## config.mk

```make
export PLATFORM = sky130hd
export DESIGN_NAME = csr_unit
export DESIGN_NICKNAME = d
export VERILOG_FILES = /design/src/rtl/csr_pkg.sv /design/src/rtl/csr_unit.sv /design/src/rtl/csr_counters.sv /design/src/rtl/csr_trap_regs.sv /design/src/rtl/csr_access.sv
export SDC_FILE = /design/constraint.sdc
export NUM_CORES = 1
export LEC_CHECK = 0
export ABC_AREA = 0
export BUFFER_PORTS_ARGS = -buffer_cell sky130_fd_sc_hd__buf_2
export CAP_MARGIN = 10
export CORE_UTILIZATION = 52
export CTS_CLUSTER_DIAMETER = 150
export DETAILED_ROUTE_END_ITERATION = 6
export PLACE_DENSITY = 0.83
export SKIP_CTS_REPAIR_TIMING = 1
export SYNTH_ARGS = -nofsm -noshare
export SYNTH_HDL_FRONTEND = slang
export SYNTH_SLANG_ARGS = --single-unit
```

## constraint.sdc

```tcl
create_clock -name clk -period 4.3 [get_ports clk]
set_input_delay 0.43 -clock clk [delete_from_list [all_inputs] [get_ports clk]]
set_output_delay 0.43 -clock clk [all_outputs]
set_load 0.005 [all_outputs]
```

## src/rtl/csr_pkg.sv

```systemverilog
// Shared widths, CSR addresses, opcodes and bit positions for the CSR unit.
// Every RTL file of the unit imports this package in its module header.

package csr_pkg;

    localparam int XLEN    = 32;
    localparam int ECODE_W = 5;

    typedef logic [11:0]     csr_addr_t;
    typedef logic [XLEN-1:0] csr_data_t;

    // Matches funct3 of the CSR instructions
    typedef enum logic [2:0] {
        CSR_RW = 3'd1,
        CSR_RS = 3'd2,
        CSR_RC = 3'd3
    } csr_op_t;

    typedef enum logic [1:0] {
        SEQ_IDLE,
        SEQ_WAIT,
        SEQ_DONE
    } seq_state_t;

    ////////////////////////////////////////
    // CSR addresses
    localparam csr_addr_t MSTATUS   = 12'h300;
    localparam csr_addr_t MISA      = 12'h301;
    localparam csr_addr_t MIE       = 12'h304;
    localparam csr_addr_t MTVEC     = 12'h305;
    localparam csr_addr_t MSCRATCH  = 12'h340;
    localparam csr_addr_t MEPC      = 12'h341;
    localparam csr_addr_t MCAUSE    = 12'h342;
    localparam csr_addr_t MIP       = 12'h344;
    localparam csr_addr_t MHARTID   = 12'hF14;
    localparam csr_addr_t MCYCLE    = 12'hB00;
    localparam csr_addr_t MINSTRET  = 12'hB02;
    localparam csr_addr_t MCYCLEH   = 12'hB80;
    localparam csr_addr_t MINSTRETH = 12'hB82;
    localparam csr_addr_t CYCLE     = 12'hC00;
    localparam csr_addr_t INSTRET   = 12'hC02;
    localparam csr_addr_t CYCLEH    = 12'hC80;
    localparam csr_addr_t INSTRETH  = 12'hC82;

    // Field values of addr[11:10] (read-only) and addr[9:8] (machine level)
    localparam logic [1:0] ADDR_RO_BITS   = 2'd3;
    localparam logic [1:0] ADDR_PRIV_BITS = 2'd3;

    ////////////////////////////////////////
    // Cause codes
    localparam logic [ECODE_W-1:0] M_SOFTWARE_INT = 5'd3;
    localparam logic [ECODE_W-1:0] M_TIMER_INT    = 5'd7;
    localparam logic [ECODE_W-1:0] M_EXTERNAL_INT = 5'd11;
    localparam logic [ECODE_W-1:0] ILLEGAL_INST   = 5'd2;
    localparam logic [ECODE_W-1:0] BREAK          = 5'd3;
    localparam logic [ECODE_W-1:0] ECALL_M        = 5'd11;

    // mstatus bits, MPP is the low bit of a two-bit field
    localparam int MSTATUS_MIE  = 3;
    localparam int MSTATUS_MPIE = 7;
    localparam int MSTATUS_MPP  = 11;

    // Interrupt enable and pending bits in mie and mip
    localparam int MSI = 3;
    localparam int MTI = 7;
    localparam int MEI = 11;

    // RV32I with M extension, MXL = 1
    localparam csr_data_t MISA_VALUE = 32'h4000_1100;

endpackage
```

## src/rtl/csr_unit.sv

```systemverilog
// Top level of the machine-mode CSR unit. The access sequencer drives both
// register banks and merges their read results; parameters are passed down.

module csr_unit
    import csr_pkg::*;
#(
    parameter logic [31:0] HART_ID     = 32'd0,
    parameter logic [31:0] RESET_MTVEC = 32'h0000_0100,
    parameter int          COUNTER_W   = 64
) (
    input  logic               clk,
    input  logic               rst,
    input  logic               new_request,
    input  csr_op_t            op,
    input  csr_addr_t          addr,
    input  csr_data_t          data,
    input  logic [3:0]         id,
    output logic               ready,
    input  logic               oldest,
    output logic               done,
    output csr_data_t          rd,
    output logic [3:0]         rd_id,
    input  logic               ack,
    input  logic               exception_valid,
    input  logic [ECODE_W-1:0] exception_code,
    input  csr_data_t          exception_pc,
    input  logic               interrupt_take,
    input  logic               mret,
    input  logic               m_software,
    input  logic               m_timer,
    input  logic               m_external,
    input  logic [1:0]         retire_count,
    output logic               interrupt_pending,
    output csr_data_t          trap_vector,
    output csr_data_t          epc,
    output logic               processing
);

    csr_addr_t csr_addr;
    logic      write_en;
    csr_data_t write_data;
    csr_data_t trap_read_data;
    csr_data_t counter_read_data;

    // Busy or accepting a new instruction this cycle
    assign processing = !ready || new_request;

    csr_access u_access (
        .clk, .rst, .new_request, .op, .addr, .data, .id, .ready, .oldest,
        .done, .rd, .rd_id, .ack, .trap_read_data, .counter_read_data,
        .csr_addr, .write_en, .write_data
    );

    csr_trap_regs #(.HART_ID(HART_ID), .RESET_MTVEC(RESET_MTVEC)) u_trap_regs (
        .clk, .rst, .csr_addr, .write_en, .write_data, .read_data(trap_read_data),
        .exception_valid, .exception_code, .exception_pc, .interrupt_take, .mret,
        .m_software, .m_timer, .m_external, .interrupt_pending, .trap_vector, .epc
    );

    csr_counters #(.COUNTER_W(COUNTER_W)) u_counters (
        .clk, .rst, .csr_addr, .write_en, .write_data, .retire_count,
        .read_data(counter_read_data)
    );

endmodule

```

## src/rtl/csr_counters.sv

```systemverilog
// Cycle and retired-instruction counter bank with the user aliases.
// A CSR write to either half replaces the increment for that cycle.

module csr_counters
    import csr_pkg::*;
#(
    parameter int COUNTER_W = 64
) (
    input  logic       clk,
    input  logic       rst,
    input  csr_addr_t  csr_addr,
    input  logic       write_en,
    input  csr_data_t  write_data,
    input  logic [1:0] retire_count,
    output csr_data_t  read_data
);

    logic [COUNTER_W-1:0] mcycle;
    logic [COUNTER_W-1:0] minstret;
    logic                 cycle_wr;
    logic                 instret_wr;

    // Loads the written half of a counter, other bits unchanged
    function automatic logic [COUNTER_W-1:0] load_half(
        input logic [COUNTER_W-1:0] cur,
        input logic                 wr_lo,
        input logic                 wr_hi,
        input csr_data_t            wd
    );
        logic [COUNTER_W-1:0] nxt;
        nxt = cur;
        if (wr_lo)
            nxt[XLEN-1:0] = wd;
        if (wr_hi)
            nxt[COUNTER_W-1:XLEN] = wd[COUNTER_W-XLEN-1:0];
        return nxt;
    endfunction

    assign cycle_wr   = write_en && (csr_addr == MCYCLE || csr_addr == MCYCLEH);
    assign instret_wr = write_en && (csr_addr == MINSTRET || csr_addr == MINSTRETH);

    always_ff @(posedge clk) begin
        if (rst) begin
            mcycle   <= '0;
            minstret <= '0;
        end else begin
            mcycle   <= load_half(mcycle, write_en && csr_addr == MCYCLE,
                                  write_en && csr_addr == MCYCLEH, write_data)
                        + COUNTER_W'(!cycle_wr);
            minstret <= load_half(minstret, write_en && csr_addr == MINSTRET,
                                  write_en && csr_addr == MINSTRETH, write_data)
                        + COUNTER_W'(instret_wr ? 2'd0 : retire_count);
        end
    end

    always_comb begin
        case (csr_addr)
            MCYCLE, CYCLE:       read_data = mcycle[XLEN-1:0];
            MINSTRET, INSTRET:   read_data = minstret[XLEN-1:0];
            MCYCLEH, CYCLEH:     read_data = XLEN'(mcycle[COUNTER_W-1:XLEN]);
            MINSTRETH, INSTRETH: read_data = XLEN'(minstret[COUNTER_W-1:XLEN]);
            default:             read_data = '0;
        endcase
    end

endmodule

```

## src/rtl/csr_trap_regs.sv

```systemverilog
// Machine trap register bank. Holds mstatus, mtvec, mepc, mcause, mscratch, mie
// and mip, answers misa and mhartid, and handles trap entry and mret.
// Reads return zero for addresses outside this bank.

module csr_trap_regs
    import csr_pkg::*;
#(
    parameter logic [31:0] HART_ID     = 32'd0,
    parameter logic [31:0] RESET_MTVEC = 32'd0
) (
    input  logic               clk,
    input  logic               rst,

    input  csr_addr_t          csr_addr,
    input  logic               write_en,
    input  csr_data_t          write_data,
    output csr_data_t          read_data,

    input  logic               exception_valid,
    input  logic [ECODE_W-1:0] exception_code,
    input  csr_data_t          exception_pc,
    input  logic               interrupt_take,
    input  logic               mret,

    input  logic               m_software,
    input  logic               m_timer,
    input  logic               m_external,

    output logic               interrupt_pending,
    output csr_data_t          trap_vector,
    output csr_data_t          epc
);

    logic               status_mie;
    logic               status_mpie;
    logic [XLEN-1:2]    mtvec_q;
    logic [XLEN-1:2]    mepc_q;
    logic               cause_int;
    logic [ECODE_W-1:0] cause_code;
    csr_data_t          mscratch_q;
    logic               ie_msi, ie_mti, ie_mei;
    logic               ip_msi, ip_mti, ip_mei;

    logic               trap_entry;
    logic [ECODE_W-1:0] interrupt_code;
    csr_data_t          mstatus_word;
    csr_data_t          mie_word;
    csr_data_t          mip_word;

    assign trap_entry = exception_valid || interrupt_take;

    ////////////////////////////////////////
    // mstatus
    // Machine mode only, so MPP stays at 3
    always_ff @(posedge clk) begin
        if (rst) begin
            status_mie  <= 1'b0;
            status_mpie <= 1'b0;
        end else if (write_en && csr_addr == MSTATUS) begin
            status_mie  <= write_data[MSTATUS_MIE];
            status_mpie <= write_data[MSTATUS_MPIE];
        end else if (trap_entry) begin
            status_mpie <= status_mie;
            status_mie  <= 1'b0;
        end else if (mret) begin
            status_mie  <= status_mpie;
            status_mpie <= 1'b1;
        end
    end

    always_ff @(posedge clk) begin
        if (rst)
            mtvec_q <= RESET_MTVEC[XLEN-1:2];
        else if (write_en && csr_addr == MTVEC)
            mtvec_q <= write_data[XLEN-1:2];
    end

    // Trap PC wins over a software write in the same cycle
    always_ff @(posedge clk) begin
        if (trap_entry)
            mepc_q <= exception_pc[XLEN-1:2];
        else if (write_en && csr_addr == MEPC)
            mepc_q <= write_data[XLEN-1:2];
    end

    always_ff @(posedge clk) begin
        if (write_en && csr_addr == MSCRATCH)
            mscratch_q <= write_data;
    end

    ////////////////////////////////////////
    // Interrupts
    always_ff @(posedge clk) begin
        if (rst) begin
            ie_msi <= 1'b0;
            ie_mti <= 1'b0;
            ie_mei <= 1'b0;
        end else if (write_en && csr_addr == MIE) begin
            ie_msi <= write_data[MSI];
            ie_mti <= write_data[MTI];
            ie_mei <= write_data[MEI];
        end
    end

    // Timer and external pending bits just track their sources
    always_ff @(posedge clk) begin
        if (rst) begin
            ip_msi <= 1'b0;
            ip_mti <= 1'b0;
            ip_mei <= 1'b0;
        end else begin
            if (write_en && csr_addr == MIP)
                ip_msi <= write_data[MSI] | m_software;
            else if (m_software)
                ip_msi <= 1'b1;
            ip_mti <= m_timer;
            ip_mei <= m_external;
        end
    end

    // Priority external, software, timer
    always_comb begin
        if (ip_mei && ie_mei)
            interrupt_code = M_EXTERNAL_INT;
        else if (ip_msi && ie_msi)
            interrupt_code = M_SOFTWARE_INT;
        else
            interrupt_code = M_TIMER_INT;
    end

    always_ff @(posedge clk) begin
        if (rst) begin
            cause_int  <= 1'b0;
            cause_code <= '0;
        end else if (interrupt_take) begin
            cause_int  <= 1'b1;
            cause_code <= interrupt_code;
        end else if (exception_valid) begin
            cause_int  <= 1'b0;
            cause_code <= exception_code;
        end else if (write_en && csr_addr == MCAUSE) begin
            cause_int  <= write_data[XLEN-1];
            cause_code <= write_data[ECODE_W-1:0];
        end
    end

    assign interrupt_pending = |(mip_word & mie_word) && status_mie;

    ////////////////////////////////////////
    // Read mux
    always_comb begin
        mstatus_word                           = '0;
        mstatus_word[MSTATUS_MIE]              = status_mie;
        mstatus_word[MSTATUS_MPIE]             = status_mpie;
        mstatus_word[MSTATUS_MPP+:2]           = 2'b11;
        mie_word                               = '0;
        mie_word[MSI]                          = ie_msi;
        mie_word[MTI]                          = ie_mti;
        mie_word[MEI]                          = ie_mei;
        mip_word                               = '0;
        mip_word[MSI]                          = ip_msi;
        mip_word[MTI]                          = ip_mti;
        mip_word[MEI]                          = ip_mei;
    end

    assign trap_vector = {mtvec_q, 2'b00};
    assign epc         = {mepc_q, 2'b00};

    always_comb begin
        case (csr_addr)
            MISA:     read_data = MISA_VALUE;
            MHARTID:  read_data = HART_ID;
            MSTATUS:  read_data = mstatus_word;
            MIE:      read_data = mie_word;
            MTVEC:    read_data = trap_vector;
            MSCRATCH: read_data = mscratch_q;
            MEPC:     read_data = epc;
            MCAUSE:   read_data = {cause_int, {(XLEN-1-ECODE_W){1'b0}}, cause_code};
            MIP:      read_data = mip_word;
            default:  read_data = '0;
        endcase
    end

    // The pipeline takes an interrupt only when no exception is pending
    assert property (@(posedge clk) disable iff (rst) !(interrupt_take && exception_valid));

endmodule

```

## src/rtl/csr_access.sv

```systemverilog
// Access sequencer of the CSR unit. Registers one CSR instruction, waits until it
// is the oldest, captures the merged read value and issues the write one cycle later.
// The result is held on done/rd/rd_id until the pipeline acknowledges it.

module csr_access
    import csr_pkg::*;
(
    input  logic       clk,
    input  logic       rst,

    // Issue
    input  logic       new_request,
    input  csr_op_t    op,
    input  csr_addr_t  addr,
    input  csr_data_t  data,
    input  logic [3:0] id,
    output logic       ready,

    input  logic       oldest,

    // Writeback
    output logic       done,
    output csr_data_t  rd,
    output logic [3:0] rd_id,
    input  logic       ack,

    // Register banks
    input  csr_data_t  trap_read_data,
    input  csr_data_t  counter_read_data,
    output csr_addr_t  csr_addr,
    output logic       write_en,
    output csr_data_t  write_data
);

    seq_state_t state;

    csr_op_t    op_q;
    csr_addr_t  addr_q;
    csr_data_t  data_q;
    logic [3:0] id_q;

    logic       commit;
    logic       writable;
    csr_data_t  read_merged;
    csr_data_t  rmw_result;

    ////////////////////////////////////////
    // Sequencer
    assign ready  = (state == SEQ_IDLE);
    assign done   = (state == SEQ_DONE);
    assign commit = (state == SEQ_WAIT) && oldest;

    always_ff @(posedge clk) begin
        if (rst) begin
            state <= SEQ_IDLE;
        end else begin
            case (state)
                SEQ_IDLE: if (new_request) state <= SEQ_WAIT;
                SEQ_WAIT: if (oldest) state <= SEQ_DONE;
                SEQ_DONE: if (ack) state <= SEQ_IDLE;
                default:  state <= SEQ_IDLE;
            endcase
        end
    end

    // Request stays put until the next issue, so the write sees the same address
    always_ff @(posedge clk) begin
        if (new_request && ready) begin
            op_q   <= op;
            addr_q <= addr;
            data_q <= data;
            id_q   <= id;
        end
    end

    assign csr_addr = addr_q;
    assign rd_id    = id_q;

    ////////////////////////////////////////
    // Read-modify-write
    // Banks return zero for addresses they do not own
    assign read_merged = trap_read_data | counter_read_data;

    assign writable = (addr_q[11:10] != ADDR_RO_BITS) && (addr_q[9:8] == ADDR_PRIV_BITS);

    always_comb begin
        case (op_q)
            CSR_RS:  rmw_result = read_merged | data_q;
            CSR_RC:  rmw_result = read_merged & ~data_q;
            default: rmw_result = data_q;
        endcase
    end

    always_ff @(posedge clk) begin
        if (commit) begin
            rd         <= read_merged;
            write_data <= rmw_result;
        end
    end

    always_ff @(posedge clk) begin
        if (rst)
            write_en <= 1'b0;
        else
            write_en <= commit && writable;
    end

    // Pipeline side of the handshake
    assert property (@(posedge clk) disable iff (rst) new_request |-> state == SEQ_IDLE);
    assert property (@(posedge clk) disable iff (rst) ack |-> done);

endmodule

```

==> summary.md, run 1 <==
| Metric | Value |
|---|---|
| Post-synthesis sequential area ratio | 45.8% |
| Syn. warnings | 0 |
| Cell Area, Synth | approximately 0.019 mm^2 |
| Count of input and output buffers | 198 |
| Post-synth EDFFs | about 180 |
| Detailed-router iteration count before antenna repair | 7 |
| CP Max Fanout | 7 |
| DRC marker count from the first detailed-route iteration | 2668 |
| Hold Path Class | primary input to flip-flop |
| F_max | 238 MHz |
| Maximum root-to-sink buffer count | 3 |
| Status | complete, but fails checks |
| Initial core utilization | a little over half |
| Top_reg_cell synth | edfxtp_1 |
| Post-DRT Antenna Nets | 0 |
| Io pins | 205 |
| Gr usage total | 35.7% |
| WP data arrival | roughly 4.6 ns |
| Synthesis-stage register bit count | between 300 and 400 |
| DP Wirelength | ~50 mm |
| PD cells | 339 mW/mm^2 |
| CP Class | flip-flop to flip-flop |
| Core Footprint | 0.0365 mm^2 |
| Final Cycle Share | a little under 100% |
| Design Area, Final | 0.0224 mm^2 |
| Via density | 6.66 |
| Endpoints failing setup | 0 |
| Die Y | 195 um |
| Total Die Area | between 0.03 and 0.04 mm^2 |
| Setup crit end kind | flip-flop |
| Critical Path RT | 4.72 ns |
| Ant diodes | 0 |
| Async S/R FF share, synth | 0% |
| Max H-tree Level | 2 |
| Syn Area/Cell | 9.51 um^2 |
| Antenna violations before repair | 1 |
| DR WL/cell | 25.5 um |
| Nets@finish | 2324 |
| Total grt overflow | 0 |
| Largest net degree at the start of global routing | approximately 130 |
| Num CTS Buffers | 38 |
| Die Width | 195 um |
| # fillers | about 3000 |
| Worst slew margin | between 30% and 40% |
| Placed cell area | 0.0211 mm^2 |
| Clk root buf | clkbuf_16 |
| Failing checks | design-rule violations |
| Syn Inst Count | between 2000 and 2500 |
| CTS sink cnt | approximately 350 |
| # DRC | 24 |
| Site Rows | 70 |
| Synth cell types | 84 |
| Vias in the first global route | 17300 |
| First-pass GRT wire length | between 100 and 150 mm |
| Slew @ Worst Pin | 0.995 ns |
| Vias | 18100 |
| Total Routed Length | approximately 70 mm |
| Period minus WS final | 4.20 ns |
| Unrepaired setup endpoints after global routing | false |
| Final slew viol count | 0 |
| Worst IR Drop VDD | about 0.32 mV |
| Final Hold Vio Count | 0 |
| Worst-Skew Late Latency | 0.54 ns |
| Final Skew | 0.0173 ns |
| Routability-driven placement congestion ratio | 1.01 |
| Area Overhead vs Synth | 16.1% |
| Max-cap viol count | 0 |
| Startpoint types | flip-flop |
| TritonCTS clock tree | done |
| Worst-path clk slew | 0.06 ns |
| Leakage power | 8.83 nW |
| Share of cells above drive strength 1 | 21.6% |
| Min Hold Slack | around 0.06 ns |
layout by cell type (no fill, tap or decap), drive strengths merged, types with 12 or more instances in the layout:
master and count:
a21oi 100, a22o 13, a22oi 78, a31oi 13, and2 15, and3 36
and3b 17, and4 15, buf 295, clkbuf 47, clkinv 12, dfxtp 175
edfxtp 177, inv 30, mux2 73, mux2i 122, nand2 257, nand3 130
nand4 55, nor2 186, nor2b 18, nor3 49, nor4 34, o21ai 39
o31ai 25, or4 15, xnor2 42, xor2 46
synthesized netlist by cell type (all sizes together) (8+ instances only):
master  count  area (um^2)
a21oi     100          500
or4        15          124
a222oi     11          110
o31ai      25          188
and2       15         93.8
nand3     130          661
clkbuf    106          398
a31oi      13         81.3
edfxtp    177         5320
nand4      55          363
a22o       13          114
mux2       73          830
xnor2      42          368
nor3       49          257
o21ai      39          199
nor3b       8         60.1
nor4       34          340
a22oi      78          586
dfxtp     175         3500
or3         9         61.3
nand2     257          965
buf        41          251
xor2       46          403
and4       15          131
and3       36          225
nand2b      8         50.1
inv        28          105
nor2      186          698
and3b      17          149
nor2b      18          113
mux2i     122         1270
per-layer routing:
metal,vias up,global-route usage (%),wire [um]
met2,1359,52.7,29600
met1,8656,50.0,27700
met4,0,16.4,3240
li1,7845,-,-
met5,-,0,0
met3,234,7.77,8700
flip-flops by register name, summed over array words and instances, names as in the netlist, 5 cells and up:
signal                  flops
u_counters.minstret        64
u_trap_regs.cause_code      5
u_access.csr_addr          12
u_access.rd                32
u_trap_regs.mscratch_q     32
u_counters.mcycle          64
u_access.write_data        32
u_access.data_q            32
u_trap_regs.mtvec_q        30
u_trap_regs.mepc_q         30
area by class of cell:
| type | count | area (um^2) | share of cell area, % |
|---|---|---|---|
| Tap cell | 468 | 586 | 2.62 |
| Inverter | 28 | 105 | 0.470 |
| Clock inverter | 22 | 255 | 1.14 |
| Sequential cell | 352 | 8820 | 39.4 |
| Clock buffer | 47 | 1030 | 4.58 |
| Timing Repair Buffer | 295 | 1740 | 7.76 |
| Multi-Input combinational cell | 1503 | 9860 | 44.0 |
path summary, 6_finish.rpt:
path	start	to	slack, ns	cells after the start
min reg2reg	u_trap_regs.mtvec_q[27]$_SDFFE_PP0P_	u_trap_regs.mtvec_q[27]$_SDFFE_PP0P_	0.47	2
max reg2reg	u_access.csr_addr[6]$_DFFE_PP_	u_counters.mcycle[34]$_SDFF_PP0_	0.10	15
min	data[15]	u_access.data_q[15]$_DFFE_PP_	0.06	1
max	u_access.csr_addr[6]$_DFFE_PP_	u_counters.mcycle[34]$_SDFF_PP0_	0.10	15
per-stage QoR:
step / setup WS (ns) / setup TNS, ns / util (%) / power (W) / cells
floorplan: -0.148 / -0.152 / - / 0.00400 / 2030
global placement: 0.206 / 0 / 57.7 / 0.00420 / 2643
detailed placement: 0.164 / 0 / 57.7 / 0.00421 / 2643
CTS: 0.125 / 0 / 61.2 / 0.00758 / 2712
global route: 0.0108 / 0 / 61.3 / 0.00775 / 2715
finish: 0.104 / 0 / 61.3 / 0.00758 / 2715
worst max-delay path, stage by stage (launching register included):
cell and delay [ns]:
edfxtp_1 0.42, or4_4 0.63, buf_4 0.21, nor4_4 0.33, nand2_1 0.09, nand2_1 0.11, ha_4 0.18, ha_4 0.13
inv_1 0.04, or4_1 0.56, mux2i_4 0.24, and3_1 0.32, buf_4 0.18, nand3_1 0.13, nor2_1 0.15, mux2_2 0.34
cells by family (layout without fill, tap and decap cells):
group | Yosys count | in the layout | synth area share [%]
simple gates | 878 | 878 | 23.4
flops | 352 | 352 | 45.8
compound gates | 333 | 333 | 11.7
mux | 195 | 195 | 10.9
buf+inv | 175 | 392 | 3.91
xor+xnor | 88 | 88 | 4.00
fa+ha+maj | 5 | 5 | 0.364
other cells | 1 | 4 | 0.0195
power breakdown:
group | switching (W) | internal [W]
clock network | 0.00141 | 0.00201
registers | 0.000102 | 0.00364
logic | 0.000255 | 0.000164
(Power assumes the default switching activity.)
==> inputs of run 2 (changes only) <==
--- a/config.mk
+++ b/config.mk
@@ -12,6 +12,7 @@
 export CTS_CLUSTER_DIAMETER = 150
 export DETAILED_ROUTE_END_ITERATION = 6
 export PLACE_DENSITY = 0.83
+export REMOVE_ABC_BUFFERS = 1
 export SKIP_CTS_REPAIR_TIMING = 1
 export SYNTH_ARGS = -nofsm -noshare
 export SYNTH_HDL_FRONTEND = slang
==> run 2 against run 1 <==
Net effect: the run still ends with design-rule violations left; power rose by 0.58%; utilization rose by 0.58 points; clock power rose by 1%; sequential power barely moved; highest routed layer unchanged; non-clock buffer count rose by 29; routed wire length rose by 6.5%; via count rose by 0.43%; critical path depth fell by 4; die area did not move; critical path type unchanged; setup slack improved by 0.066 ns; critical endpoint is now u_counters.minstret[55]$_SDFF_PP0_; register-to-register slack improved by 0.07 ns; fmax rose by 1.6%.
==> summary.md, run 2 (same netlist as run 1, synthesis figures left out) <==
| Metric | Value |
|---|---|
| Status | complete, but fails checks |
| Failing checks | design-rule violations |
| F_max | 242 MHz |
| Area of the multi-input gates | around 0.0098 mm^2 |
| Worst-path clk slew | 0.06 ns |
| Detailed-router iteration count before antenna repair | 7 |
| Post-DRT Antenna Nets | 0 |
| Worst path cell trace | or4b_4, or4_2, and3_1, ha_1, a21oi_2, nor4bb_2, mux2i_1, a21o_1, or3_4, nor4_4, mux2_1 |
| P_sw | 0.00184 W |
| Worst flop-to-flop path startpoint | u_access.csr_addr[6]$_DFFE_PP_ |
| Setup crit end kind | flip-flop |
| Hold Path Class | primary input to flip-flop |
| Clk root buf | clkbuf_16 |
| Internal power component | between 0.005 and 0.006 W |
| Site Rows | 70 |
| Vias in the first global route | approximately 17000 |
| Via density | roughly 6.6 |
| DRC marker count from the first detailed-route iteration | ~2400 |
| Leakage power | 9.01 nW |
| Largest net degree at the start of global routing | 82 |
| Maximum root-to-sink buffer count | 3 |
| Num CTS Buffers | 39 |
| Die Y | 195 um |
| Combinational Power Share | between 5 and 6% |
| Slew @ Worst Pin | 1.00 ns |
| Share of cells above drive strength 1 | between 20% and 30% |
| Total Routed Length | 73.7 mm |
| Total Die Area | 0.0378 mm^2 |
| Period minus WS final | 4.13 ns |
| Worst slew margin | 32.9% |
| Unrepaired setup endpoints after global routing | false |
| Worst flop-to-flop path endpoint | u_counters.minstret[55]$_SDFF_PP0_ |
| Delay-heaviest family, CP | simple AND/OR/NAND/NOR gates |
| Final Cycle Share | 96.0% |
| Total grt overflow | 0 |
| Count of input and output buffers | around 200 |
| CTS sink cnt | 352 |
| Startpoint types | flip-flop |
| DR WL/cell | approximately 27 um |
| Sequential cell area | about 0.0088 mm^2 |
| Most frequent cells in the layout | 255 x nand2_1, 197 x buf_2, 183 x nor2_1 |
| Total negative slack | 0 ns |
| Slowest cell on crit path | or4_2 |
| Worst-Skew Late Latency | between 0.5 and 0.6 ns |
| Routability-driven placement congestion ratio | 1.02 |
| CP Max Fanout | 6 |
| Endpoints failing setup | 0 |
| Core Footprint | 0.0365 mm^2 |
| Max H-tree Level | 2 |
| Antenna violations before repair | 0 |
| Crit path launch | u_access.csr_addr[6]$_DFFE_PP_ |
| # DRC | 2 |
| Worst IR Drop VDD | 0.315 mV |
| Sw Share | 24.2% |
| First-pass GRT wire length | 108 mm |
| Io pins | 205 |
| Worst setup path endpoint | u_counters.minstret[55]$_SDFF_PP0_ |
| PD cells | 337 mW/mm^2 |
| Nets@finish | 2354 |
| Sequential Power Share | 48.9% |
| Vias | approximately 18000 |
| Buffers and inverters on the worst path | 0 |
| Total Power | 0.00763 W |
| Clock network fraction of design power | 45.4% |
| Initial core utilization | 52.8% |
| Top flop regs | u_counters.mcycle (64), u_counters.minstret (64) |
| Final slew viol count | 0 |
| R2R depth | 11 |
| Gr usage total | 38.3% |
| Final Skew | between 0.02 and 0.025 ns |
| Ant diodes | 0 |
| WP data arrival | roughly 4.6 ns |
| WP depth | 11 |
| TritonCTS clock tree | done |
| Critical Path RT | roughly 4.8 ns |
| CP Class | flip-flop to flip-flop |
| Final Hold Vio Count | 0 |
| Area Overhead vs Synth | 17.2% |
| R2r setup slk | 0.17 ns |
| DP Wirelength | 52.4 mm |
| Most common cell after layout, fill and taps aside | nand2_1 |
| Die Width | 195 um |
| Max-cap viol count | 0 |
| Worst path max stage delay | between 0.6 and 0.7 ns |
| # fillers | 2962 |
run 2: final cells by class:
class	count	share of cell area [%]
Clock buffer	53	4.82
Clock inverter	19	0.914
Inverter	28	0.465
Multi-Input combinational cell	1503	43.4
Sequential cell	352	39.0
Tap cell	468	2.59
Timing Repair Buffer	324	8.80
run 2: through the flow:
| stage | utilization, % | instances | hold WS (ns) | setup WS, ns | cell area (um^2) |
|---|---|---|---|---|---|
| after floorplan | - | 1883 | 0.443 | -0.959 | 18600 |
| after global placement | 58.2 | 2673 | 0.454 | 0.120 | 21200 |
| after detailed placement | 58.2 | 2673 | 0.460 | 0.0684 | 21200 |
| after CTS | 61.7 | 2745 | 0.00483 | 0.0294 | 22500 |
| after global routing | 61.9 | 2747 | 0.0171 | 0.0123 | 22600 |
| final | 61.9 | 2747 | 0.0219 | 0.170 | 22600 |
run 2: metal layers:
metal  GRT usage (%)  wire (um)
met5               0          0
met4            16.3       2790
met3            8.17       8340
met2            57.8      32600
met1            52.9      30000
run 2: worst min path at each step:
stage	start	endpoint	slack (ns)	depth (start not counted)
2_1_floorplan	u_access.state[1]$_SDFFE_PP0P_	u_access.state[0]$_SDFFE_PP0P_	0.44	1
3_3_place_gp	u_trap_regs.mtvec_q[6]$_SDFFE_PP0P_	u_trap_regs.mtvec_q[6]$_SDFFE_PP0P_	0.45	2
5_1_grt	data[10]	u_access.data_q[10]$_DFFE_PP_	0.02	1
6_report	data[16]	u_access.data_q[16]$_DFFE_PP_	0.02	1
4_1_cts	data[10]	u_access.data_q[10]$_DFFE_PP_	0.005	1
3_5_place_dp	u_trap_regs.mtvec_q[24]$_SDFFE_PP0P_	u_trap_regs.mtvec_q[24]$_SDFFE_PP0P_	0.46	2
run 2: power groups by stage:
| stage | logic (W) | registers, W | clock network, W |
|---|---|---|---|
| floorplan | 0.000167 | 0.00378 | 0 |
| global placement | 0.000408 | 0.00379 | 0 |
| detailed placement | 0.000421 | 0.00380 | 0 |
| CTS | 0.000425 | 0.00373 | 0.00347 |
| global route | 0.000463 | 0.00374 | 0.00358 |
| finish | 0.000434 | 0.00373 | 0.00346 |
run 2: worst reg2reg max path, delay by kind of cell, from the launching register on:
| family | cells | cell delay (ns) |
|---|---|---|
| AOI/OAI and AO/OA | 2 | 0.34 |
| adders and majority gates | 1 | 0.30 |
| DFF | 1 | 0.42 |
| and+or+nand+nor | 6 | 2.45 |
| muxes | 2 | 0.51 |
